File: src/hw/rv_pkg.sv
`default_nettype none

package rv_pkg;

	// zero encodes NOP so an all-zero record is a bubble
	typedef enum logic [3:0] {
		NOP = 4'd0,
		OP_ADD,
		OP_SUB,
		OP_AND,
		OP_OR,
		OP_ADDI,
		LOAD,
		STORE,
		B,
		JAL,
		JALR
	} opcode_t;

	typedef logic [4:0] r_t;
	localparam r_t X0 = 5'd0;

	typedef enum logic [1:0] {
		RS_SEL,
		EX_EX_FWD_SEL,
		MEM_EX_FWD_SEL,
		MEM_MEM_FWD_SEL
	} fwd_sel_t;

	typedef enum logic [1:0] {
		B_RS_SEL,
		B_EX_SEL,
		B_MEM_SEL,
		B_WB_SEL
	} branch_fwd_t;

	typedef struct packed {
		opcode_t     opcode;
		r_t          rd;	// x0 for stores and branches
		r_t          rs1;
		r_t          rs2;
		logic [31:0] imm;
		logic        funct;	// set for bne
	} instr_t;

	typedef struct packed {
		instr_t      instr;
		logic [31:0] pc;
		logic [31:0] rs1_val;
		logic [31:0] rs2_val;
		logic        valid;
	} ex_pkt_t;

	typedef struct packed {
		instr_t      instr;
		logic [31:0] pc;	// carried along for the retire record
		logic [31:0] alu_out;
		logic [31:0] store_val;
		logic        wr_rd;
		logic        valid;
	} mem_pkt_t;

	typedef struct packed {
		instr_t      instr;
		logic [31:0] result;
		logic        wr_rd;
		logic        valid;
	} wb_pkt_t;

	typedef struct packed {
		logic        kind;	// 1 = store, 0 = register write
		logic [31:0] index;	// rd or word address
		logic [31:0] value;
		logic [31:0] pc;
	} retire_t;

	typedef struct packed {
		logic [31:0] addr;	// word address
		logic [31:0] instr;
	} imem_wr_t;

	// RV32I subset; anything unsupported comes back as a bubble
	function automatic instr_t decode_instr(input logic [31:0] w);
		instr_t      d;
		logic [2:0]  f3;
		logic [31:0] imm_i;
		logic [31:0] imm_s;
		logic [31:0] imm_b;
		logic [31:0] imm_j;
		d = '0;
		f3 = w[14:12];
		imm_i = {{20{w[31]}}, w[31:20]};
		imm_s = {{20{w[31]}}, w[31:25], w[11:7]};
		imm_b = {{19{w[31]}}, w[31], w[7], w[30:25], w[11:8], 1'b0};
		imm_j = {{11{w[31]}}, w[31], w[19:12], w[20], w[30:21], 1'b0};
		d.rd = w[11:7];
		d.rs1 = w[19:15];
		d.rs2 = w[24:20];
		case (w[6:0])
			7'b0110011: begin
				if (f3 == 3'b000)
					d.opcode = w[30] ? OP_SUB : OP_ADD;
				else if (f3 == 3'b111)
					d.opcode = OP_AND;
				else if (f3 == 3'b110)
					d.opcode = OP_OR;
			end
			7'b0010011: if (f3 == 3'b000) d.opcode = OP_ADDI;
			7'b0000011: if (f3 == 3'b010) d.opcode = LOAD;
			7'b0100011: if (f3 == 3'b010) d.opcode = STORE;
			7'b1100011: if (f3[2:1] == 2'b00) d.opcode = B;
			7'b1101111: d.opcode = JAL;
			7'b1100111: if (f3 == 3'b000) d.opcode = JALR;
			default: d.opcode = NOP;
		endcase
		case (d.opcode)
			OP_ADDI, LOAD, JALR: d.imm = imm_i;
			STORE: d.imm = imm_s;
			B: d.imm = imm_b;
			JAL: d.imm = imm_j;
			default: d.imm = '0;
		endcase
		// unused fields go to x0 so hazard matching stays exact
		if (d.opcode inside {OP_ADDI, LOAD, JAL, JALR})
			d.rs2 = X0;
		if (d.opcode == JAL)
			d.rs1 = X0;
		if (d.opcode inside {STORE, B})
			d.rd = X0;
		d.funct = (d.opcode == B) && f3[0];
		if (d.opcode == NOP)
			d = '0;
		return d;
	endfunction

endpackage : rv_pkg

`default_nettype wire
File: src/hw/fetch_stage.sv
`timescale 1ns/1ps
`default_nettype none

module fetch_stage #(
	parameter int IMEM_WORDS = 64
) (
	input  logic             clk,
	input  logic             arst_n,
	input  logic             imem_wr_valid,
	input  rv_pkg::imem_wr_t imem_wr,
	output logic             imem_wr_ready,
	input  logic             start,
	input  logic             stall_if_id,
	input  logic             flush_if_id,
	input  logic             redirect,
	input  logic [31:0]      redirect_pc,
	output logic [31:0]      instr_word,
	output logic [31:0]      if_pc,
	output rv_pkg::instr_t   instr_f
);

	localparam int IW = $clog2(IMEM_WORDS);

	typedef enum logic {IDLE, RUN} run_state_t;

	run_state_t  state;
	logic [31:0] pc;
	logic [31:0] f_word;
	logic [31:0] imem [IMEM_WORDS];

	assign imem_wr_ready = (state == IDLE);	// program load only before start

	always_ff @(posedge clk) begin
		if (imem_wr_valid && imem_wr_ready)
			imem[imem_wr.addr[IW-1:0]] <= imem_wr.instr;
	end

	// idle core fetches zeros, i.e. bubbles
	assign f_word = (state == RUN) ? imem[pc[IW+1:2]] : '0;
	assign instr_f = rv_pkg::decode_instr(f_word);

	always_ff @(posedge clk or negedge arst_n) begin
		if (!arst_n) begin
			state <= IDLE;
			pc <= '0;
			instr_word <= '0;
			if_pc <= '0;
		end else begin
			if (state == IDLE && start)
				state <= RUN;	// stays in run until reset
			if (state == RUN && !stall_if_id) begin
				pc <= redirect ? redirect_pc : pc + 32'd4;
				instr_word <= flush_if_id ? '0 : f_word;	// flush squashes wrong path
				if_pc <= pc;
			end
		end
	end

endmodule : fetch_stage

`default_nettype wire

File: config.mk
export PLATFORM = sky130hd
export DESIGN_NAME = fetch_stage
export DESIGN_NICKNAME = d
export VERILOG_FILES = /design/src/hw/rv_pkg.sv /design/src/hw/fetch_stage.sv
export SDC_FILE = /design/constraint.sdc
export NUM_CORES = 2
export LEC_CHECK = 0
export ABC_AREA = 1
export BUFFER_PORTS_ARGS = -buffer_cell sky130_fd_sc_hd__buf_2
export CAP_MARGIN = 20
export CORE_AREA = 2 2 420 422
export DETAILED_ROUTE_END_ITERATION = 16
export DIE_AREA = 0 0 422 424
export PLACE_DENSITY = 0.65
export SYNTH_ARGS = -nofsm -noshare
export SYNTH_HDL_FRONTEND = slang
export SYNTH_SLANG_ARGS = --single-unit
File: constraint.sdc
create_clock -name clk -period 6.9 [get_ports clk]
set_clock_uncertainty 0.15 [all_clocks]
set_input_delay 1.38 -clock clk [delete_from_list [all_inputs] [get_ports clk]]
set_output_delay 1.38 -clock clk [all_outputs]
set_load 0.1 [all_outputs]
# Word level (Yosys, flattened, before mapping)
# Memories as Yosys holds them, arrays and structs flattened.
# Cells that the tools add are included.
# classes
n_addsub	1
eq_ne	16
mux	20
n_bitwise	1
reduce_logical	11
# op_table
op	n
$pmux W32 S4	1
$mux W32	3
$mux W52	1
$add A32 B3 Y32 const B	1
$pmux W4 S7	1
$eq A7 B7 Y1 const B	3
$mux W3	6
$mux W5	3
$eq A7 B6 Y1 const B	2
$eq A4 B3 Y1 const B	3
$eq A4 B4 Y1 const B	3
$mux W4	2
$eq A7 B2 Y1 const B	1
$eq A7 B5 Y1 const B	1
$eq A3 B3 Y1 const B	2
$logic_and A1 B1 Y1	4
$logic_not A4 Y1	1
$reduce_bool A4 Y1	1
$eq A3 B2 Y1 const B	1
$logic_not A3 Y1	1
$reduce_or A3 Y1	1
$logic_not A2 Y1	1
$mux W1	2
$mux W2	1
other kinds (3)	3
# word_totals
register_bits	97
ram_bits	2048
inputBits	103
out_inout_bits	117
word_cells	54
n_memories	1
# memory_table
memory	depth	word_bits	rd	rd_clocked_by_memory_dff	wr	line	text
imem	64	32	1	0	1	fetch_stage.sv:29	logic [31:0] imem [IMEM_WORDS];

# Logic depth before layout (Yosys ltp)
# An unclocked memory read counts as a cell.
# logic_depth
depth_word	11
ltp_mapped	28
mapped_depth_nobuf	25

# Worst setup path after synthesis
# OpenSTA, ideal clock, no wires.
# synth_timing
path_kind	reg2out
startpoint	register pc[2]
endpoint	output port instr_f[22] in the netlist's numbering
t_arrival_ps	4414
t_required_ps	5370
setup_slack_ps	956
stages_incl_launch_ff	21
n_path_buf	4
cell_sequence	dfrtp_1 buf_6 buf_12 buf_4 nor2_1 nor2_1 o21ai_0 o21ai_0 nand2_1 nand3_1 nor2_1 nor2_1 nor2_1 nor2_1 nor2_2 nand3_1 and3_2 nand2_2 nor3_4 nor2_1 buf_4
# synth_rtl
item	line	text
start: declaration	fetch_stage.sv:27	logic [31:0] pc;
start signal: assignment	fetch_stage.sv:52	pc <= redirect ? redirect_pc : pc + 32'd4;
end: declaration	fetch_stage.sv:19	output rv_pkg::instr_t instr_f

==> reports/qor.csv <==
stage,metric,value,unit
finish,share of cells above drive strength 1,11.5,%
finish,Final Net Count,7258,
clocking,cts hold-fix bufs,0,
setup_path,Setup CP Type,flip-flop to output pin,
pwr,clock share of power,35.4,%
floorplanning,Starting Density,49.5,%
pwr,internal power,22.1,mW
synthesis,number of distinct library cells after synthesis,47,
pwr,Power Total,31.7,mW
timing,setup tns final,0,ns
floorplanning,Std-Cell Rows,154,
synthesis,Yosys reg bits,2145,
timing,Final Hold Vio Count,0,
setup_path,FF-to-FF Start,pc[2],
routing,Via-to-Cell Ratio,5.96,
timing,"Slew Viols, Final",0,
floorplanning,die height,424,um
synthesis,commonest register cell after synthesis,edfxtp_1,
global_route,GRT Overall Usage,27.8,%
job,Max Cap Viol,0,
outcome,status,"finished, final reports clean",
setup_path,critical path data arrival time,5.26,ns
global_route,first-pass GRT wire length,366000,um
setup_path,crit start category,flip-flop,
global_route,largest net degree at the start of global routing,215,
setup_path,Buffers & Inverters on Critical Path,4,
clocking,clock root buffer,clkbuf_16,
pwr,power share of the sequential group,45.7,%
clocking,worst skew pair latency,0.83,ns
clocking,CTS tree,built,
finish,Final Cell Area,98300,um2
routing,Avg WL per Cell,26.1,um
setup_path,CP max stage cell,buf_4,
placed_design,number of I/O port buffers,193,
setup_path,Worst R2R Path Depth,11,
finish,"commonest cells after routing, fill and taps aside","2048 x edfxtp_1, 1125 x nor2_1, 988 x nand2_1, 905 x o21ai_0, 411 x nand3_1",
routing,antenna-violating nets left,0,
placed_design,Placed Area,91200,um2
finish,fill count,14154,
floorplanning,I/O pin cnt,220,
setup_path,"slowest stage delay, CP",0.69,ns
placed_design,DP HPWL,140000,um
pwr,VDD IR max,0.000274,V
synthesis,number of synthesized flops with an enable pin,2048,
floorplanning,die extent in x,422,um
floorplanning,die footprint,179000,um2
setup_path,WP depth,12,
synthesis,Syn Nets,7104,
finish,"commonest non-fill, non-tap cell in the layout",edfxtp_1,
setup_path,Reg2Reg Capture Point,instr_word[16],
synthesis,Post-Syn Area,86600,um2
clocking,H-tree depth,4,
clocking,Sink Count,2145,
placed_design,Placer Congestion,0.892,
timing,fmax,147,MHz
global_route,aggregate global routing overflow,0,
synthesis,Mapped Avg Cell Area,12.4,um2
timing,worst hold slack,0.332,ns
pwr,P_sw,9.53,mW
setup_path,WP data required,5.37,ns
timing,Tcrit/Tclk final,98.4,%
finish,Final Core Density,56.2,%
setup_path,CP Capture Type,output pin,
routing,Post-route DRC,0,
global_route,vias in the first global route,53993,
setup_path,R2R setup slack,2.36,ns
clocking,total CTS buffers,208,
finish,P&R area growth vs syn,13.6,%
timing,Final setup violation count,0,
worst_hold_path,worst hold stages,2,
pwr,combinational power share,18.9,%
synthesis,Mapped Cells,7000,
setup_path,highest net fanout along the worst path,84,
pwr,P per Cell Area,322,nW/um2
clocking,Clock Tree Buf Depth,3,
routing,drt total wl,253000,um
synthesis,synthesis warning total,0,
global_route,initial antenna violation count,19,
setup_path,crit-path leading delay family,buffers and inverters,
pwr,leak pwr,33.7,nW
setup_path,crit-path cells,"buf_4, buf_4, buf_4, o21ai_0, o22ai_1, o211ai_1, nand3_1, nand3_1, nand3_1, nand2_1, nor2_2, buf_12",
worst_hold_path,Worst Hold End,instr_word[10],
routing,1st-iter DRT viols,7667,
timing,slew margin rel.,21.1,%
worst_hold_path,min-delay src,instr_word[10],
synthesis,"Seq/Total Area, Yosys",73.8,%
routing,DR pass1 iterations,9,
floorplanning,Core ar.,175000,um2
worst_hold_path,Hold WC Path Type,flip-flop to flip-flop,
timing,min Tclk post-route,6.79,ns
clocking,"Clk pin slew, worst setup/hold paths",0.06,ns
synthesis,Async SR Flop Fraction,4.52,%
timing,Slew @ Worst Pin,1.18,ns
pwr,switching share of power,30.1,%
routing,vias,57655,
how the worst max path moves through the flow:
stage / from / endpoint / slack (ns)
6_report: pc[2] / instr_f[38] / 0.11
3_3_place_gp: pc[2] / instr_f[42] / 0.67
3_5_place_dp: pc[5] / instr_f[22] / 0.62
4_1_cts: pc[3] / instr_f[42] / 0.001
5_1_grt: pc[2] / instr_f[22] / -0.008
2_1_floorplan: pc[2] / instr_f[22] / 0.96
metal layers:
metal / wire, um / up-vias / GRT usage (%)
li1: - / 25575 / -
met1: 98000 / 28563 / 37.5
met2: 117000 / 2957 / 43.4
met3: 23900 / 554 / 5.00
met4: 14400 / 6 / 14.6
met5: 41 / - / 0
kinds of logic after synthesis:
| family | count (synthesis) | share of synthesized area, % |
|---|---|---|
| AND/OR/NAND/NOR | 2673 | 12.5 |
| flip-flops | 2145 | 73.8 |
| AO/OA/AOI/OAI | 1470 | 9.72 |
| buffers and inverters | 694 | 3.78 |
| XOR/XNOR | 17 | 0.172 |
| adder cells (fa/ha/maj) | 1 | 0.0144 |
state kept, by name, summed over array words and instances, names as in the netlist:
register,flops
imem,2048
if_pc,32
instr_word,32
pc,32
state,1
Yosys cell counts, types with 30 or more instances:
| master | instances | area, um2 |
|---|---|---|
| buf_2 | 153 | 766 |
| buf_4 | 60 | 450 |
| edfxtp_1 | 2048 | 61500 |
| nand2_1 | 989 | 3710 |
| o221ai_1 | 142 | 1240 |
| nand3_1 | 411 | 2060 |
| o21ai_0 | 905 | 4530 |
| o211ai_1 | 50 | 375 |
| inv_1 | 218 | 818 |
| clkbuf_1 | 203 | 762 |
| buf_6 | 30 | 338 |
| dfrtp_1 | 97 | 2430 |
| a21oi_1 | 65 | 325 |
| o22ai_1 | 217 | 1360 |
| o21ai_1 | 45 | 225 |
| nor2_1 | 1198 | 4500 |
what timing repair did:
item	CTS	global route
gates cloned	1	0
pin swaps	1	1
endpoints found under the setup margin	27	18
buffers inserted	11	2
resized for setup	0	13
power groups by stage:
stage	logic (mW)	clock network (mW)	registers [mW]
after floorplan	3.15	0	15.3
after global placement	5.74	0	14.7
after detailed placement	5.83	0	14.8
after CTS	5.89	11.3	14.5
after global routing	6.38	11.8	14.5
final	6.00	11.2	14.5
per-stage QoR:
stage | setup slack, ns | instances
after floorplan | 0.956 | 7000
after global placement | 0.666 | 9258
after detailed placement | 0.622 | 9258
after CTS | 0.00104 | 9658
after global routing | -0.00756 | 9679
final | 0.108 | 9680
area by class of cell:
cell class | count | area, um2 | share of cell area [%]
sequential | 2145 | 63900 | 65.0
multi-input combinational | 4161 | 19900 | 20.3
clock buffer | 255 | 5510 | 5.60
timing repair buffer | 410 | 3940 | 4.01
tap | 2340 | 2930 | 2.98
clock inverter | 133 | 1160 | 1.18
inverter | 227 | 901 | 0.916
antenna | 8 | 20.0 | 0.0204
timing repair inverter | 1 | 8.76 | 0.00891
worst reg2reg max path, stage by stage (launching register included):
cell and delay, ns:
dfrtp_4 0.61, buf_4 0.31, buf_4 0.69, buf_4 0.67
o21ai_0 0.21, o221ai_1 0.24, nand3_1 0.12, nand3_1 0.13
nand3_1 0.24, nand3_1 0.33, nand2_1 0.36, o31ai_1 0.37
No activity file was read; power rests on OpenSTA's default activity.
