===== config.mk =====
export PLATFORM = sky130hd
export DESIGN_NAME = execute_stage
export DESIGN_NICKNAME = d
export VERILOG_FILES = /design/src/hw/rv_pkg.sv /design/src/hw/execute_stage.sv
export SDC_FILE = /design/constraint.sdc
export NUM_CORES = 1
export LEC_CHECK = 0
export ABC_AREA = 1
export BUFFER_PORTS_ARGS = -buffer_cell sky130_fd_sc_hd__buf_4
export CORE_AREA = 2 2 179 181
export DETAILED_ROUTE_END_ITERATION = 6
export DIE_AREA = 0 0 181 183
export GPL_ROUTABILITY_DRIVEN = 0
export GPL_TIMING_DRIVEN = 0
export PLACE_DENSITY = 0.7
export REMOVE_ABC_BUFFERS = 1
export SKIP_LAST_GASP = 1
export SLEW_MARGIN = 30
export SYNTH_ARGS = -nofsm -noshare
export SYNTH_HDL_FRONTEND = slang
export SYNTH_SLANG_ARGS = --single-unit

===== constraint.sdc =====
create_clock -name clk -period 4.5 [get_ports clk]
set_input_delay 0 -clock clk [delete_from_list [all_inputs] [get_ports clk]]
set_output_delay 0 -clock clk [all_outputs]
set_load 0.01 [all_outputs]

===== src/hw/rv_pkg.sv =====
`default_nettype none

package rv_pkg;

	// zero encodes NOP so an all-zero record is a bubble
	typedef enum logic [3:0] {
		NOP = 4'd0,
		OP_ADD,
		OP_SUB,
		OP_AND,
		OP_OR,
		OP_ADDI,
		LOAD,
		STORE,
		B,
		JAL,
		JALR
	} opcode_t;

	typedef logic [4:0] r_t;
	localparam r_t X0 = 5'd0;

	typedef enum logic [1:0] {
		RS_SEL,
		EX_EX_FWD_SEL,
		MEM_EX_FWD_SEL,
		MEM_MEM_FWD_SEL
	} fwd_sel_t;

	typedef enum logic [1:0] {
		B_RS_SEL,
		B_EX_SEL,
		B_MEM_SEL,
		B_WB_SEL
	} branch_fwd_t;

	typedef struct packed {
		opcode_t     opcode;
		r_t          rd;	// x0 for stores and branches
		r_t          rs1;
		r_t          rs2;
		logic [31:0] imm;
		logic        funct;	// set for bne
	} instr_t;

	typedef struct packed {
		instr_t      instr;
		logic [31:0] pc;
		logic [31:0] rs1_val;
		logic [31:0] rs2_val;
		logic        valid;
	} ex_pkt_t;

	typedef struct packed {
		instr_t      instr;
		logic [31:0] pc;	// carried along for the retire record
		logic [31:0] alu_out;
		logic [31:0] store_val;
		logic        wr_rd;
		logic        valid;
	} mem_pkt_t;

	typedef struct packed {
		instr_t      instr;
		logic [31:0] result;
		logic        wr_rd;
		logic        valid;
	} wb_pkt_t;

	typedef struct packed {
		logic        kind;	// 1 = store, 0 = register write
		logic [31:0] index;	// rd or word address
		logic [31:0] value;
		logic [31:0] pc;
	} retire_t;

	typedef struct packed {
		logic [31:0] addr;	// word address
		logic [31:0] instr;
	} imem_wr_t;

	// RV32I subset; anything unsupported comes back as a bubble
	function automatic instr_t decode_instr(input logic [31:0] w);
		instr_t      d;
		logic [2:0]  f3;
		logic [31:0] imm_i;
		logic [31:0] imm_s;
		logic [31:0] imm_b;
		logic [31:0] imm_j;
		d = '0;
		f3 = w[14:12];
		imm_i = {{20{w[31]}}, w[31:20]};
		imm_s = {{20{w[31]}}, w[31:25], w[11:7]};
		imm_b = {{19{w[31]}}, w[31], w[7], w[30:25], w[11:8], 1'b0};
		imm_j = {{11{w[31]}}, w[31], w[19:12], w[20], w[30:21], 1'b0};
		d.rd = w[11:7];
		d.rs1 = w[19:15];
		d.rs2 = w[24:20];
		case (w[6:0])
			7'b0110011: begin
				if (f3 == 3'b000)
					d.opcode = w[30] ? OP_SUB : OP_ADD;
				else if (f3 == 3'b111)
					d.opcode = OP_AND;
				else if (f3 == 3'b110)
					d.opcode = OP_OR;
			end
			7'b0010011: if (f3 == 3'b000) d.opcode = OP_ADDI;
			7'b0000011: if (f3 == 3'b010) d.opcode = LOAD;
			7'b0100011: if (f3 == 3'b010) d.opcode = STORE;
			7'b1100011: if (f3[2:1] == 2'b00) d.opcode = B;
			7'b1101111: d.opcode = JAL;
			7'b1100111: if (f3 == 3'b000) d.opcode = JALR;
			default: d.opcode = NOP;
		endcase
		case (d.opcode)
			OP_ADDI, LOAD, JALR: d.imm = imm_i;
			STORE: d.imm = imm_s;
			B: d.imm = imm_b;
			JAL: d.imm = imm_j;
			default: d.imm = '0;
		endcase
		// unused fields go to x0 so hazard matching stays exact
		if (d.opcode inside {OP_ADDI, LOAD, JAL, JALR})
			d.rs2 = X0;
		if (d.opcode == JAL)
			d.rs1 = X0;
		if (d.opcode inside {STORE, B})
			d.rd = X0;
		d.funct = (d.opcode == B) && f3[0];
		if (d.opcode == NOP)
			d = '0;
		return d;
	endfunction

endpackage : rv_pkg

`default_nettype wire

===== src/hw/execute_stage.sv =====
`timescale 1ns/1ps
`default_nettype none

module execute_stage (
	input  logic               clk,
	input  logic               arst_n,
	input  rv_pkg::ex_pkt_t    ex_pkt,
	input  rv_pkg::fwd_sel_t   fwd_a,
	input  rv_pkg::fwd_sel_t   fwd_b,
	input  logic [31:0]        ex_result,
	input  logic [31:0]        mem_result,
	output rv_pkg::instr_t     instr_x,
	output logic [31:0]        alu_result,	// also feeds branch compare in decode
	output logic               ex_mem_wr_rd,
	output rv_pkg::mem_pkt_t   mem_pkt
);

	logic [31:0] op_a;
	logic [31:0] op_b;
	logic        writes_rd;

	assign instr_x = ex_pkt.instr;
	assign ex_mem_wr_rd = mem_pkt.wr_rd;

	always_comb begin
		case (fwd_a)
			rv_pkg::EX_EX_FWD_SEL:  op_a = ex_result;
			rv_pkg::MEM_EX_FWD_SEL: op_a = mem_result;
			default:                op_a = ex_pkt.rs1_val;
		endcase
		case (fwd_b)
			rv_pkg::EX_EX_FWD_SEL:  op_b = ex_result;
			rv_pkg::MEM_EX_FWD_SEL: op_b = mem_result;
			default:                op_b = ex_pkt.rs2_val;
		endcase
	end

	always_comb begin
		case (ex_pkt.instr.opcode)
			rv_pkg::OP_ADD: alu_result = op_a + op_b;
			rv_pkg::OP_SUB: alu_result = op_a - op_b;
			rv_pkg::OP_AND: alu_result = op_a & op_b;
			rv_pkg::OP_OR:  alu_result = op_a | op_b;
			rv_pkg::OP_ADDI, rv_pkg::LOAD, rv_pkg::STORE:
				alu_result = op_a + ex_pkt.instr.imm;	// sum or address
			rv_pkg::JAL, rv_pkg::JALR:
				alu_result = ex_pkt.pc + 32'd4;	// link value
			default: alu_result = '0;
		endcase
	end

	// stores and branches carry rd = x0
	assign writes_rd = ex_pkt.valid && (ex_pkt.instr.rd != rv_pkg::X0);

	always_ff @(posedge clk or negedge arst_n) begin
		if (!arst_n) begin
			mem_pkt <= '0;
		end else begin
			mem_pkt.instr <= ex_pkt.instr;
			mem_pkt.pc <= ex_pkt.pc;
			mem_pkt.alu_out <= alu_result;
			mem_pkt.store_val <= op_b;
			mem_pkt.wr_rd <= writes_rd;
			mem_pkt.valid <= ex_pkt.valid;
		end
	end

endmodule : execute_stage

`default_nettype wire


# After elaboration in Yosys (flattened, before gate mapping)
# Index checks and enable logic that the tools add are counted.
[word_totals]
wordCells = 37
input_bits = 219
out_inout_bits = 235
regBits = 150
[classes]
eq_ne = 13
reduce_logical = 4
addsub = 4
muxes = 3
bitwise_logic = 2
[ops]
columns = ["cell", "count"]
rows = [
  ["$pmux W32 S6", 1],
  ["$pmux W32 S2", 2],
  ["$add A32 B32 Y32", 2],
  ["$add A32 B3 Y32 const B", 1],
  ["$and A32 B32 Y32", 1],
  ["$or A32 B32 Y32", 1],
  ["$sub A32 B32 Y32", 1],
  ["$eq A4 B3 Y1 const B", 4],
  ["$eq A4 B2 Y1 const B", 2],
  ["$eq A4 B4 Y1 const B", 2],
  ["$reduce_bool A5 Y1", 1],
  ["$eq A2 B1 Y1 const B", 2],
  ["$eq A2 B2 Y1 const B", 2],
  ["$eq A4 B1 Y1 const B", 1],
  ["$reduce_or A3 Y1", 1],
  ["$reduce_or A2 Y1", 1],
  ["$logic_and A1 B1 Y1", 1],
]

# Depth between registers and ports, before layout
[depth]
depth_word = 4
ltp_mapped = 33

# Least setup slack after synthesis
# OpenSTA, ideal clock, no wires.
[synth_timing]
path_kind = "input port to flip-flop"
start = "in fwd_b[0]"
end = "reg mem_pkt[61] (netlist name)"
cell_stages = 27
path_buffers = 1
t_arrival_ns = 3.480
path_slack_ns = 0.855
path_cell_list = "inv_1 ha_1 inv_2 buf_6 or2_0 nand2_2 ha_1 nand2_1 nor2_2 inv_2 nor2_4 nand2_2 nor2_4 nand2_4 nor2_8 nand3_2 nand3_1 o211ai_1 ha_1 a21o_1 a31oi_1 o21ai_0 a21oi_1 o21ai_0 or2_2 nand3_1 nand3_1"
[synth_between]
elab_chain_cells = 4
word_cells_on_any_way = 8
cone_classes = "2 x add/sub; 2 x eq/ne; 2 x mux; 2 x bitwise"
[synth_lines]
columns = ["element", "line_no", "source"]
rows = [
  ["start, declared", "execute_stage.sv:9", "input rv_pkg::fwd_sel_t fwd_b,"],
  ["$eq A2 B2 Y1 or $eq A2 B1 Y1 (tied branches)", "execute_stage.sv:31", "case (fwd_b)"],
  ["$pmux W32 S2 (*)", "execute_stage.sv:31", ""],
  ["$sub A32 B32 Y32, or another cell as far along", "execute_stage.sv:41", "rv_pkg::OP_SUB: alu_result = op_a - op_b;"],
  ["$pmux W32 S6 (*)", "execute_stage.sv:39", "case (ex_pkt.instr.opcode)"],
  ["net alu_result[27]", "execute_stage.sv:13", "output logic [31:0] alu_result,"],
  ["end, declared", "execute_stage.sv:15", "output rv_pkg::mem_pkt_t mem_pkt"],
]
# The timed path passes the listed nets; every way through them passes the cells marked *.

# Final worst setup path
[layout_timing]
start = "in ex_pkt[2] (netlist name)"
end = "out alu_result[26]"
[layout_between]
elab_chain_cells = 3
word_cells_on_any_way = 4
cone_classes = "2 x add/sub; 2 x mux"
[layout_lines]
columns = ["element", "line_no", "source"]
rows = [
  ["start, declared", "execute_stage.sv:7", "input rv_pkg::ex_pkt_t ex_pkt,"],
  ["$pmux W32 S2 (*)", "execute_stage.sv:31", ""],
  ["$sub A32 B32 Y32 or $add A32 B32 Y32 (tied branches)", "execute_stage.sv:41, execute_stage.sv:40", ""],
  ["$pmux W32 S6 (*)", "execute_stage.sv:39", ""],
  ["end, declared", "execute_stage.sv:13", ""],
]
# Every way passes the cells marked *; elsewhere a longest branch is shown, timed or not.

==> results.json <==
{
  "status": "completed",
  "cap_violations": 0,
  "hold_ws_ns": 0.02074,
  "drc": 0,
  "p_leak_nw": 7.581,
  "peakVddDrop_mv": 0.2717,
  "grt_max_degree": 88,
  "cp_max_fo": 6,
  "stdcell_area_sq_um": 15570,
  "critPathMaxStageDelay_ns": 0.55,
  "viasPerCell": 5.344,
  "synthDistinctLibCells": 50,
  "p_per_area_nw_per_um2": 336.2,
  "min-delay-start": "ex_pkt[14]",
  "wl_mm": 45.40,
  "grt_pass1_vias": 11910,
  "end_kind": "primary output",
  "syn2layout_area_growth_pct": 50.42,
  "die_h_um": 183,
  "critPathArrivalTime_ns": 4.35,
  "drt_iter0_markers": 1283,
  "cts.sinks": 150,
  "wl_per_cell_um": 19.75,
  "synth_area_leaders": "dfrtp_1 (36%), nand2_1 (9.9%), o21ai_0 (5.9%)",
  "slew_violations": 0,
  "rsz0062_at_grt": "true",
  "synth_top_area_share_pct": 36.26,
  "clockBufferDepth": 2,
  "core_area_sq_um": 31230,
  "synth_area_per_cell_sq_um": 7.410,
  "yosysSeqAreaShare_pct": 36.26,
  "fill_cells": 2918,
  "cts_root_buf": "clkbuf_16",
  "placed_cell_area_sq_um": 13730,
  "ios": 454,
  "die_w_um": 181,
  "period_share_pct": 96.57,
  "tightest_slew_ns": 0.9192,
  "via_count": 12290,
  "layout_commonest_cell": "buf_4",
  "num_antenna_cells": 0,
  "dieArea_sq_um": 33120,
  "crit_path_start_kind": "input pin",
  "final_cell_mix": "buf_4 (462), nand2_1 (272), inv_1 (153), dfrtp_1 (150), nand3_1 (120)",
  "clk_pin_slew_ns": 0.07,
  "crit_required_ns": 4.50,
  "finalSetupViolCount": 0,
  "fin_crit_ns": 4.345,
  "synth_edf_count": 0,
  "antenna_found_initial": 0,
  "rows": 65,
  "grt_pass1_wl_mm": 67.37,
  "numCtsBuffers": 17,
  "htree_levels": 4,
  "start_util_pct": 33.15,
  "synth_cells": 1397,
  "fmax_ghz": 0.2301,
  "grt_use_total_pct": 26.25,
  "drive_gt1_share_pct": 31.37,
  "cts_tree": "yes",
  "grt.overflow.total": 0,
  "synth_ff_type": "dfrtp_1",
  "hold_class": "input pin to register",
  "ys.warnings.count": 0,
  "synth_top_area_cell": "dfrtp_1",
  "async_flop_share_pct": 100.0,
  "synth_area_sq_um": 10350,
  "drtAntennaViolNets": 0,
  "dp_hpwl_mm": 34.24,
  "crit_type": "input pin to primary output",
  "final_nets": 2141,
  "drt_first_pass_iters": 6,
  "critPathSlowestCell": "dlygate4sd3_1",
  "relSlewSlack_pct": 38.65,
  "synth-seq-cells": 150,
  "hold_viol_final": 0,
  "crit_start": "ex_pkt[2]",
  "portBuffers": 453
}
timing repair:
| item | 4_1_cts | 5_1_grt |
|---|---|---|
| buffers inserted | 3 | 9 |
| hold buffers | 96 | 1 |
| gates cloned | 2 | 0 |
| pin swaps | 1 | 14 |
| endpoints found under the hold margin | 184 | 1 |
| gates resized for setup | 10 | 34 |
| setup endpoints to repair | 24 | 19 |
kinds of logic after synthesis:
family / share of synthesized area (%)
adders and majority gates: 4.666
and+or+nand+nor: 26.99
xor gates and xnor gates: 0.3385
DFF: 36.26
buffers and inverters: 11.91
AOI/OAI and AO/OA: 19.84
cell usage after synthesis, drive strengths merged (2+ instances only):
master and instances:
o311ai 2, o21bai 5, or2 37, o221ai 4, xor2 3, nor3 14
a221o 32, a21o 5, buf 67, ha 37, a21boi 2, a22oi 11
nand3b 3, nor4 7, nand4 24, a21oi 75, o31ai 6, dfrtp 150
inv 164, clkbuf 31, a31oi 35, o2111ai 9, o211ai 13, nand2 291
o21ai 130, nand3 124, nor2 106, o21a 2
registers in the layout, summed over array words and instances (netlist names):
name / flops
mem_pkt: 149
ex_mem_wr_rd: 1
power breakdown:
group | switching (W) | internal (W)
Sequential | 0.0000411 | 0.00149
Clock | 0.000666 | 0.000806
Combinational | 0.00133 | 0.000907
area by class of cell:
class / instances / area [sq um] / area share, %
Sequential cell: 150 / 3754 / 24.11
Clock buffer: 19 / 452.9 / 2.909
Clock inverter: 13 / 135.1 / 0.8679
Multi-Input combinational cell: 984 / 5539 / 35.58
Tap cell: 402 / 503.0 / 3.230
Timing Repair inverter: 2 / 12.51 / 0.08036
Timing Repair Buffer: 564 / 4532 / 29.11
Inverter: 165 / 641.9 / 4.122
worst paths after layout:
check,endpoint,cells after the start,slack (ns)
min in group asynchronous,mem_pkt[105],2,0.08
worst max-delay path,alu_result[26],29,0.15
max in group asynchronous,mem_pkt[93],3,3.58
worst min-delay path,mem_pkt[15],4,0.02
worst max-delay path: cells and delay by family:
kind | cells | cell delay, ns
adders and majority gates | 2 | 0.60
AOI/OAI and AO/OA | 2 | 0.30
buffers and inverters | 6 | 1.01
and+or+nand+nor | 19 | 2.40
per-layer routing:
metal  GRT usage [%]  up-vias  wire length [um]
li1                -     5705                 -
met1           34.29     5766             19030
met2           43.49      707             21180
met3           5.044      109              3639
met4           9.463        0              1549
met5               0        -                 0
per-stage QoR:
step | TNS [ns] | setup WS, ns | power, W | util, % | instances
after floorplan | 0 | 0.3176 | 0.002599 | - | 1299
after global placement | -75.37 | -1.876 | 0.003546 | 43.68 | 2154
after detailed placement | -12.38 | -0.6585 | 0.003582 | 43.97 | 2156
after CTS | -0.005178 | -0.005178 | 0.005155 | 49.18 | 2289
after global routing | -0.2695 | -0.09825 | 0.005502 | 49.86 | 2299
final | 0 | 0.1545 | 0.005234 | 49.86 | 2299
(Power assumes the default switching activity.)
