===== config.mk =====
export PLATFORM = sky130hd
export DESIGN_NAME = hazard_ctrl
export DESIGN_NICKNAME = d
export VERILOG_FILES = /design/src/hw/rv_pkg.sv /design/src/hw/hazard_ctrl.sv
export SDC_FILE = /design/constraint.sdc
export NUM_CORES = 1
export LEC_CHECK = 0
export BUFFER_PORTS_ARGS = -buffer_cell sky130_fd_sc_hd__buf_4
export CAP_MARGIN = 20
export CORE_AREA = 3 3 107 109
export DETAILED_ROUTE_END_ITERATION = 12
export DIE_AREA = 0 0 110 112
export MAX_ROUTING_LAYER = met4
export SYNTH_ARGS = -nofsm -noshare
export SYNTH_HDL_FRONTEND = slang
export SYNTH_SLANG_ARGS = --single-unit

===== constraint.sdc =====
create_clock -name vclk -period 3.3
set_input_delay 0.33 -clock vclk [all_inputs]
set_output_delay 0.33 -clock vclk [all_outputs]
set_load 0.03 [all_outputs]

===== src/hw/rv_pkg.sv =====
`default_nettype none

package rv_pkg;

	// zero encodes NOP so an all-zero record is a bubble
	typedef enum logic [3:0] {
		NOP = 4'd0,
		OP_ADD,
		OP_SUB,
		OP_AND,
		OP_OR,
		OP_ADDI,
		LOAD,
		STORE,
		B,
		JAL,
		JALR
	} opcode_t;

	typedef logic [4:0] r_t;
	localparam r_t X0 = 5'd0;

	typedef enum logic [1:0] {
		RS_SEL,
		EX_EX_FWD_SEL,
		MEM_EX_FWD_SEL,
		MEM_MEM_FWD_SEL
	} fwd_sel_t;

	typedef enum logic [1:0] {
		B_RS_SEL,
		B_EX_SEL,
		B_MEM_SEL,
		B_WB_SEL
	} branch_fwd_t;

	typedef struct packed {
		opcode_t     opcode;
		r_t          rd;	// x0 for stores and branches
		r_t          rs1;
		r_t          rs2;
		logic [31:0] imm;
		logic        funct;	// set for bne
	} instr_t;

	typedef struct packed {
		instr_t      instr;
		logic [31:0] pc;
		logic [31:0] rs1_val;
		logic [31:0] rs2_val;
		logic        valid;
	} ex_pkt_t;

	typedef struct packed {
		instr_t      instr;
		logic [31:0] pc;	// carried along for the retire record
		logic [31:0] alu_out;
		logic [31:0] store_val;
		logic        wr_rd;
		logic        valid;
	} mem_pkt_t;

	typedef struct packed {
		instr_t      instr;
		logic [31:0] result;
		logic        wr_rd;
		logic        valid;
	} wb_pkt_t;

	typedef struct packed {
		logic        kind;	// 1 = store, 0 = register write
		logic [31:0] index;	// rd or word address
		logic [31:0] value;
		logic [31:0] pc;
	} retire_t;

	typedef struct packed {
		logic [31:0] addr;	// word address
		logic [31:0] instr;
	} imem_wr_t;

	// RV32I subset; anything unsupported comes back as a bubble
	function automatic instr_t decode_instr(input logic [31:0] w);
		instr_t      d;
		logic [2:0]  f3;
		logic [31:0] imm_i;
		logic [31:0] imm_s;
		logic [31:0] imm_b;
		logic [31:0] imm_j;
		d = '0;
		f3 = w[14:12];
		imm_i = {{20{w[31]}}, w[31:20]};
		imm_s = {{20{w[31]}}, w[31:25], w[11:7]};
		imm_b = {{19{w[31]}}, w[31], w[7], w[30:25], w[11:8], 1'b0};
		imm_j = {{11{w[31]}}, w[31], w[19:12], w[20], w[30:21], 1'b0};
		d.rd = w[11:7];
		d.rs1 = w[19:15];
		d.rs2 = w[24:20];
		case (w[6:0])
			7'b0110011: begin
				if (f3 == 3'b000)
					d.opcode = w[30] ? OP_SUB : OP_ADD;
				else if (f3 == 3'b111)
					d.opcode = OP_AND;
				else if (f3 == 3'b110)
					d.opcode = OP_OR;
			end
			7'b0010011: if (f3 == 3'b000) d.opcode = OP_ADDI;
			7'b0000011: if (f3 == 3'b010) d.opcode = LOAD;
			7'b0100011: if (f3 == 3'b010) d.opcode = STORE;
			7'b1100011: if (f3[2:1] == 2'b00) d.opcode = B;
			7'b1101111: d.opcode = JAL;
			7'b1100111: if (f3 == 3'b000) d.opcode = JALR;
			default: d.opcode = NOP;
		endcase
		case (d.opcode)
			OP_ADDI, LOAD, JALR: d.imm = imm_i;
			STORE: d.imm = imm_s;
			B: d.imm = imm_b;
			JAL: d.imm = imm_j;
			default: d.imm = '0;
		endcase
		// unused fields go to x0 so hazard matching stays exact
		if (d.opcode inside {OP_ADDI, LOAD, JAL, JALR})
			d.rs2 = X0;
		if (d.opcode == JAL)
			d.rs1 = X0;
		if (d.opcode inside {STORE, B})
			d.rd = X0;
		d.funct = (d.opcode == B) && f3[0];
		if (d.opcode == NOP)
			d = '0;
		return d;
	endfunction

endpackage : rv_pkg

`default_nettype wire

===== src/hw/hazard_ctrl.sv =====
`timescale 1ns/1ps
`default_nettype none

module hazard_ctrl (
	input  rv_pkg::instr_t      instr_f,
	input  rv_pkg::instr_t      instr_d,
	input  rv_pkg::instr_t      instr_x,
	input  rv_pkg::instr_t      instr_m,
	input  rv_pkg::instr_t      instr_w,
	input  logic                ex_mem_wr_rd,
	input  logic                mem_wb_wr_rd,
	input  logic                branch_actual,
	output rv_pkg::fwd_sel_t    fwd_a,
	output rv_pkg::fwd_sel_t    fwd_b,
	output rv_pkg::fwd_sel_t    fwd_m2m,
	output rv_pkg::branch_fwd_t fwd_rs1,
	output rv_pkg::branch_fwd_t fwd_rs2,
	output logic                stall_if_id,
	output logic                stall_id_ex,
	output logic                flush_if_id
);

	rv_pkg::r_t ex_mem_rd;
	rv_pkg::r_t mem_wb_rd;
	logic mem_store, mem_load;
	logic d_cmp;	// decode needs operands now (branch or jalr)
	logic jump;

	logic hazard_1a, hazard_1b;	// ex - ex
	logic hazard_2a, hazard_2b;	// mem - ex
	logic hazard_3;	// mem - mem, store data
	logic hazard_4a, hazard_4b;	// load in execute feeds decode
	logic hazard_5a, hazard_5b;	// load - whatever - branch
	logic hazard_6a, hazard_6b;	// branch operand from execute
	logic hazard_7a, hazard_7b;	// from memory
	logic hazard_8a, hazard_8b;	// from writeback

	assign ex_mem_rd = instr_m.rd;
	assign mem_wb_rd = instr_w.rd;
	assign mem_store = (instr_m.opcode == rv_pkg::STORE);
	assign mem_load = (instr_m.opcode == rv_pkg::LOAD);
	assign d_cmp = (instr_d.opcode == rv_pkg::B) || (instr_d.opcode == rv_pkg::JALR);
	assign jump = (instr_d.opcode == rv_pkg::JAL) || (instr_d.opcode == rv_pkg::JALR);

	always_comb begin
		// a load in memory only has its address in alu_out
		hazard_1a = ex_mem_wr_rd && !mem_load && (ex_mem_rd != rv_pkg::X0) &&
			(ex_mem_rd == instr_x.rs1);
		hazard_1b = ex_mem_wr_rd && !mem_load && (ex_mem_rd != rv_pkg::X0) &&
			(ex_mem_rd == instr_x.rs2);
		// most recent producer wins
		hazard_2a = mem_wb_wr_rd && !hazard_1a && (mem_wb_rd != rv_pkg::X0) &&
			(mem_wb_rd == instr_x.rs1);
		hazard_2b = mem_wb_wr_rd && !hazard_1b && (mem_wb_rd != rv_pkg::X0) &&
			(mem_wb_rd == instr_x.rs2);
		hazard_3 = mem_store && mem_wb_wr_rd && (mem_wb_rd != rv_pkg::X0) &&
			(mem_wb_rd == instr_m.rs2);
	end

	always_comb begin
		fwd_a = hazard_1a ? rv_pkg::EX_EX_FWD_SEL :
			hazard_2a ? rv_pkg::MEM_EX_FWD_SEL : rv_pkg::RS_SEL;
		fwd_b = hazard_1b ? rv_pkg::EX_EX_FWD_SEL :
			hazard_2b ? rv_pkg::MEM_EX_FWD_SEL : rv_pkg::RS_SEL;
		fwd_m2m = hazard_3 ? rv_pkg::MEM_MEM_FWD_SEL : rv_pkg::RS_SEL;
	end

	always_comb begin
		hazard_4a = (instr_x.opcode == rv_pkg::LOAD) && (instr_x.rd != rv_pkg::X0) &&
			(instr_x.rd == instr_d.rs1);
		// store data can wait for the mem - mem path
		hazard_4b = (instr_x.opcode == rv_pkg::LOAD) && (instr_x.rd != rv_pkg::X0) &&
			(instr_x.rd == instr_d.rs2) && (instr_d.opcode != rv_pkg::STORE);
		hazard_5a = mem_load && d_cmp && (ex_mem_rd != rv_pkg::X0) &&
			(ex_mem_rd == instr_d.rs1);
		hazard_5b = mem_load && d_cmp && (ex_mem_rd != rv_pkg::X0) &&
			(ex_mem_rd == instr_d.rs2);

		hazard_6a = d_cmp && (instr_x.rd != rv_pkg::X0) && (instr_x.rd == instr_d.rs1);
		hazard_6b = d_cmp && (instr_x.rd != rv_pkg::X0) && (instr_x.rd == instr_d.rs2);
		hazard_7a = d_cmp && !hazard_6a && (ex_mem_rd != rv_pkg::X0) &&
			(ex_mem_rd == instr_d.rs1);
		hazard_7b = d_cmp && !hazard_6b && (ex_mem_rd != rv_pkg::X0) &&
			(ex_mem_rd == instr_d.rs2);
		hazard_8a = d_cmp && !hazard_6a && !hazard_7a && (mem_wb_rd != rv_pkg::X0) &&
			(mem_wb_rd == instr_d.rs1);
		hazard_8b = d_cmp && !hazard_6b && !hazard_7b && (mem_wb_rd != rv_pkg::X0) &&
			(mem_wb_rd == instr_d.rs2);
	end

	always_comb begin
		fwd_rs1 = hazard_6a ? rv_pkg::B_EX_SEL :
			hazard_7a ? rv_pkg::B_MEM_SEL :
			hazard_8a ? rv_pkg::B_WB_SEL : rv_pkg::B_RS_SEL;
		fwd_rs2 = hazard_6b ? rv_pkg::B_EX_SEL :
			hazard_7b ? rv_pkg::B_MEM_SEL :
			hazard_8b ? rv_pkg::B_WB_SEL : rv_pkg::B_RS_SEL;
	end

	assign stall_if_id = hazard_4a || hazard_4b || hazard_5a || hazard_5b;
	assign stall_id_ex = stall_if_id;

	// a stalled branch has stale operands, and an empty fetch slot has nothing to squash
	assign flush_if_id = (jump || branch_actual) && !stall_if_id &&
		(instr_f.opcode != rv_pkg::NOP);

endmodule : hazard_ctrl

`default_nettype wire


# [Word level (Yosys, flattened, before mapping)]
# Cells that the tools add are included.
[op_classes] n_addsub=0 shifts=0 mux=11 multipliers=0 div=0 n_eq_ne=18 n_lt_le_gt_ge=0 bitwise_logic=0 n_reduce_logical=56
[op_table] cell="$eq A5 B5 Y1" count=11
[op_table] cell="$logic_and A1 B1 Y1" count=38
[op_table] cell="$mux W2" count=11
[op_table] cell="$reduce_bool A5 Y1" count=3
[op_table] cell="$eq A4 B3 Y1 const B" count=3
[op_table] cell="$eq A4 B4 Y1 const B" count=3
[op_table] cell="$logic_not A1 Y1" count=8
[op_table] cell="$logic_or A1 B1 Y1" count=6
[op_table] cell="$ne A4 B3 Y1 const B" count=1
[op_table] cell="$reduce_bool A4 Y1" count=1
[totals] ram_bits=0 memories=0 rom_bits=0 latchBits=0 wordCells=85 regBits=0

# [Depth between registers and ports, before layout]
[depth] ltp_word=15 depth_mapped=7 ltp_nobuf=5

# [Least setup slack after synthesis]
# OpenSTA, ideal clock, no wires.
[synth_timing] path_type="input to output" startpoint="input instr_m[45] in the netlist's numbering" endpoint="output fwd_a[1]" arrival_time_ns=2.270 required_time_ns=2.970 slack_ns=0.700 cell_stages=6 path_cell_list="buf_4 > or4_4 > nor2_4 > or3b_2 > nor4_1 > nor4_1"
[synth_between] elab_chain_len=9 elab_cells_between_ends=10
[synth_rtl] item="from (decl)" line="hazard_ctrl.sv:8" text="input rv_pkg::instr_t instr_m,"
[synth_rtl] item="$reduce_bool A5 Y1" line="hazard_ctrl.sv:47" text="hazard_1a = ex_mem_wr_rd && !mem_load && (ex_mem_rd != rv_pkg::X0) &&"
[synth_rtl] item="$logic_and A1 B1 Y1" line="hazard_ctrl.sv:47"
[synth_rtl] item="$logic_and A1 B1 Y1 (*)" line="hazard_ctrl.sv:47"
[synth_rtl] item="via hazard_1a" line="hazard_ctrl.sv:29" text="logic hazard_1a, hazard_1b;"
[synth_rtl] item="$logic_not A1 Y1" line="hazard_ctrl.sv:52" text="hazard_2a = mem_wb_wr_rd && !hazard_1a && (mem_wb_rd != rv_pkg::X0) &&"
[synth_rtl] item="$logic_and A1 B1 Y1 (3 in series)" line="hazard_ctrl.sv:52"
[synth_rtl] item="$mux W2" line="hazard_ctrl.sv:62" text="hazard_2a ? rv_pkg::MEM_EX_FWD_SEL : rv_pkg::RS_SEL;"
[synth_rtl] item="$mux W2 (*)" line="hazard_ctrl.sv:61" text="fwd_a = hazard_1a ? rv_pkg::EX_EX_FWD_SEL :"
[synth_rtl] item="to (decl)" line="hazard_ctrl.sv:13" text="output rv_pkg::fwd_sel_t fwd_a,"
# Mark *: on every way through the listed nets, which the timed path passes. The rest lies on a longest branch.

# [Final worst setup path]
[layout_timing] startpoint="input instr_m[45] in the netlist's numbering" endpoint="output fwd_a[1]"
[layout_between] elab_chain_len=9 elab_cells_between_ends=10
[layout_rtl] item="$reduce_bool A5 Y1" line="hazard_ctrl.sv:47"
[layout_rtl] item="$logic_and A1 B1 Y1" line="hazard_ctrl.sv:47"
[layout_rtl] item="$logic_and A1 B1 Y1 (*)" line="hazard_ctrl.sv:47"
[layout_rtl] item="$logic_not A1 Y1" line="hazard_ctrl.sv:52"
[layout_rtl] item="$logic_and A1 B1 Y1 (3 in series)" line="hazard_ctrl.sv:52"
[layout_rtl] item="$mux W2" line="hazard_ctrl.sv:62"
[layout_rtl] item="$mux W2 (*)" line="hazard_ctrl.sv:61"
# Mark *: on every way between the ends. The rest lies on a longest branch, timed or not.

==> flow_summary_export.csv <==
group,metric,value,unit
finish,seq_area,0,um2
pwr,seqPwrFrac,0,%
placement,place.gp.congestion,0.783,
floorplanning,core-area,10700,um2
cts,cts_resized,0,
global_routing,overflow,0,
global_routing,antenna_found_initial,0,
critical_path,path_delay_family,"simple AND/OR/NAND/NOR gates",
routing,wl_per_cell,13.3,um
yosys,avgSynthCellArea,7.35,um2
finish,fill_cells,1216,
critical_path,crit_buf_inv,2,
pwr,power_switching_share,46.7,%
finish,syn2layout_area_growth,64.8,%
critical_path,cp_cell_sequence,"buf_4, or4_4, nor2_4, or3b_2, nor4_1, nor4_1, buf_4",
floorplanning,pin_count,276,
worst_hold_path,hold_path.class,"primary input to primary output",
finish,seq_cells,0,
cts,cts_setup_buffers,0,
pwr,peakVddDrop,0.0000448,V
sta,min_period,2.26,ns
run_status,outcome,"completed",
routing,met1_length,1910,um
yosys,ys_types,31,
yosys,syn_inst,129,
yosys,synth_nets,392,
floorplanning,die_x,110,um
floorplanning,dieArea,12300,um2
finish,post-route-util,14.6,%
pwr,combPwrFrac,100.0,%
routing,drc,0,
routing,routed_wl,4320,um
routing,dr.max_layer_used,"met4",
flow_run,maxCapViolCount,0,
pwr,p_sw,0.0000822,W
routing,drtIter0Drc,56,
sta,finalSetupTns,0,ns
yosys,yosys.area.top_type,"xor2_1",
placement,dp_cells,326,
routing,vias_per_cell,3.44,
critical_path,cp.arrival,1.93,ns
finish,fin_nets,451,
yosys,yosysWarnings,0,
pwr,p_total,0.000176,W
sta,max_slew_margin,60.9,%
routing,drtPass1Iterations,4,
global_routing,grt_pass1_wl,6510,um
routing,ant_nets,0,
worst_hold_path,hold_start,"instr_m[48]",
floorplanning,rows,38,
sta,timing.fmax,0.443,GHz
sta,finalCritPeriodShare,68.5,%
finish,drive_gt1_share,42.5,%
yosys,yosysSeqAreaShare,0,%
sta,setup_violations,0,
yosys,synth.most_common_cell,"xor2_1",
critical_path,cpMaxStageDelayCell,"or3b_2",
placement,portBuffers,72,
global_routing,grt_pass1_vias,1131,
critical_path,crit_path_max_incr_delay,0.50,ns
pwr,p_int,0.0000940,W
sta,rsz0062_at_grt,"no",
yosys,synthTopCellsByCount,"34 x xor2_1, 22 x xnor2_1, 8 x buf_4",
global_routing,track_usage,7.07,%
critical_path,worst_setup_path_start_kind,"primary input",
critical_path,criticalPathCategory,"primary input to primary output",
floorplanning,die_h,112,um
critical_path,worst_setup_path_end_kind,"primary output",
sta,drv_slew,0,
floorplanning,start_util,8.87,%
pwr,pwr-share-clk,0,%
routing,wl_met2,1940,um
yosys,synthTopCellsByArea,"xor2_1 31%, xnor2_1 20%, buf_4 6.3%",
cts,postCtsHoldBufs,0,
sta,worst_slew_pin_slew,0.581,ns
pwr,leakagePower,0.628,nW
critical_path,cp_max_fo,5,
finish,n_clock_buffer,0,
routing,wl_met3,456,um
finish,n_antenna_cell,0,
finish,stdcell_count,326,
placement,dp_hpwl,3880,um
critical_path,crit_path_start,"instr_m[45]",
global_routing,grt_max_degree,7,
yosys,syn_area,948,um2
sta,hold_viol,0,
yosys,synth_top_area_share,31.4,%
pwr,power_density,113,nW/um2
routing,vias,1122,
critical_path,worstPathRequired,2.97,ns
power by group through the flow:
stage / Combinational (W) / Sequential, W / Clock (W)
floorplan: 0.0000935 / 0 / 0
global placement: 0.000174 / 0 / 0
detailed placement: 0.000178 / 0 / 0
CTS: 0.000178 / 0 / 0
global route: 0.000194 / 0 / 0
finish: 0.000176 / 0 / 0
routing by layer:
metal,vias to the layer above,track usage (%)
li1,553,-
met1,515,9.59
met2,52,11.0
met3,2,1.91
met4,0,0.416
met5,-,-
cell families after synthesis:
| group | synth area share [%] |
|---|---|
| compound gates | 6.86 |
| xor+xnor | 51.7 |
| buf+inv | 10.7 |
| simple gates | 30.7 |
cell usage in the layout, fill, tap and decap left out, types with 2 or more instances in the layout:
cell,n
nor4_1,7
or4_1,3
nand3_1,7
nor2_1,7
nor3_1,6
nand2b_1,2
nand4_1,2
xor2_1,34
xnor2_1,22
buf_4,72
nand2_1,6
cell type report:
type / instances / area [um2] / share of cell area [%]
timing repair buffer: 72 / 541 / 34.6
multi-input combinational: 114 / 847 / 54.2
tap: 140 / 175 / 11.2
path summary, 6_finish.rpt:
| kind | end | cells past startpoint |
|---|---|---|
| setup / recovery | fwd_a[1] | 7 |
| hold / removal | fwd_m2m[1] | 4 |
per-stage QoR:
stage	setup slack [ns]	cell area [um2]	hold WS, ns
6_report	1.04	1560	1.04
5_1_grt	0.909	1560	1.10
4_1_cts	1.03	1560	1.05
3_5_place_dp	1.04	1560	1.05
3_3_place_gp	1.05	1560	1.05
2_1_floorplan	0.700	948	0.889
worst min-delay path, stage by stage:
cell,delay (ns)
buf_4,0.11
nand4_1,0.06
nor4_1,0.05
buf_4,0.16
Power figures use the tool's default switching activity.
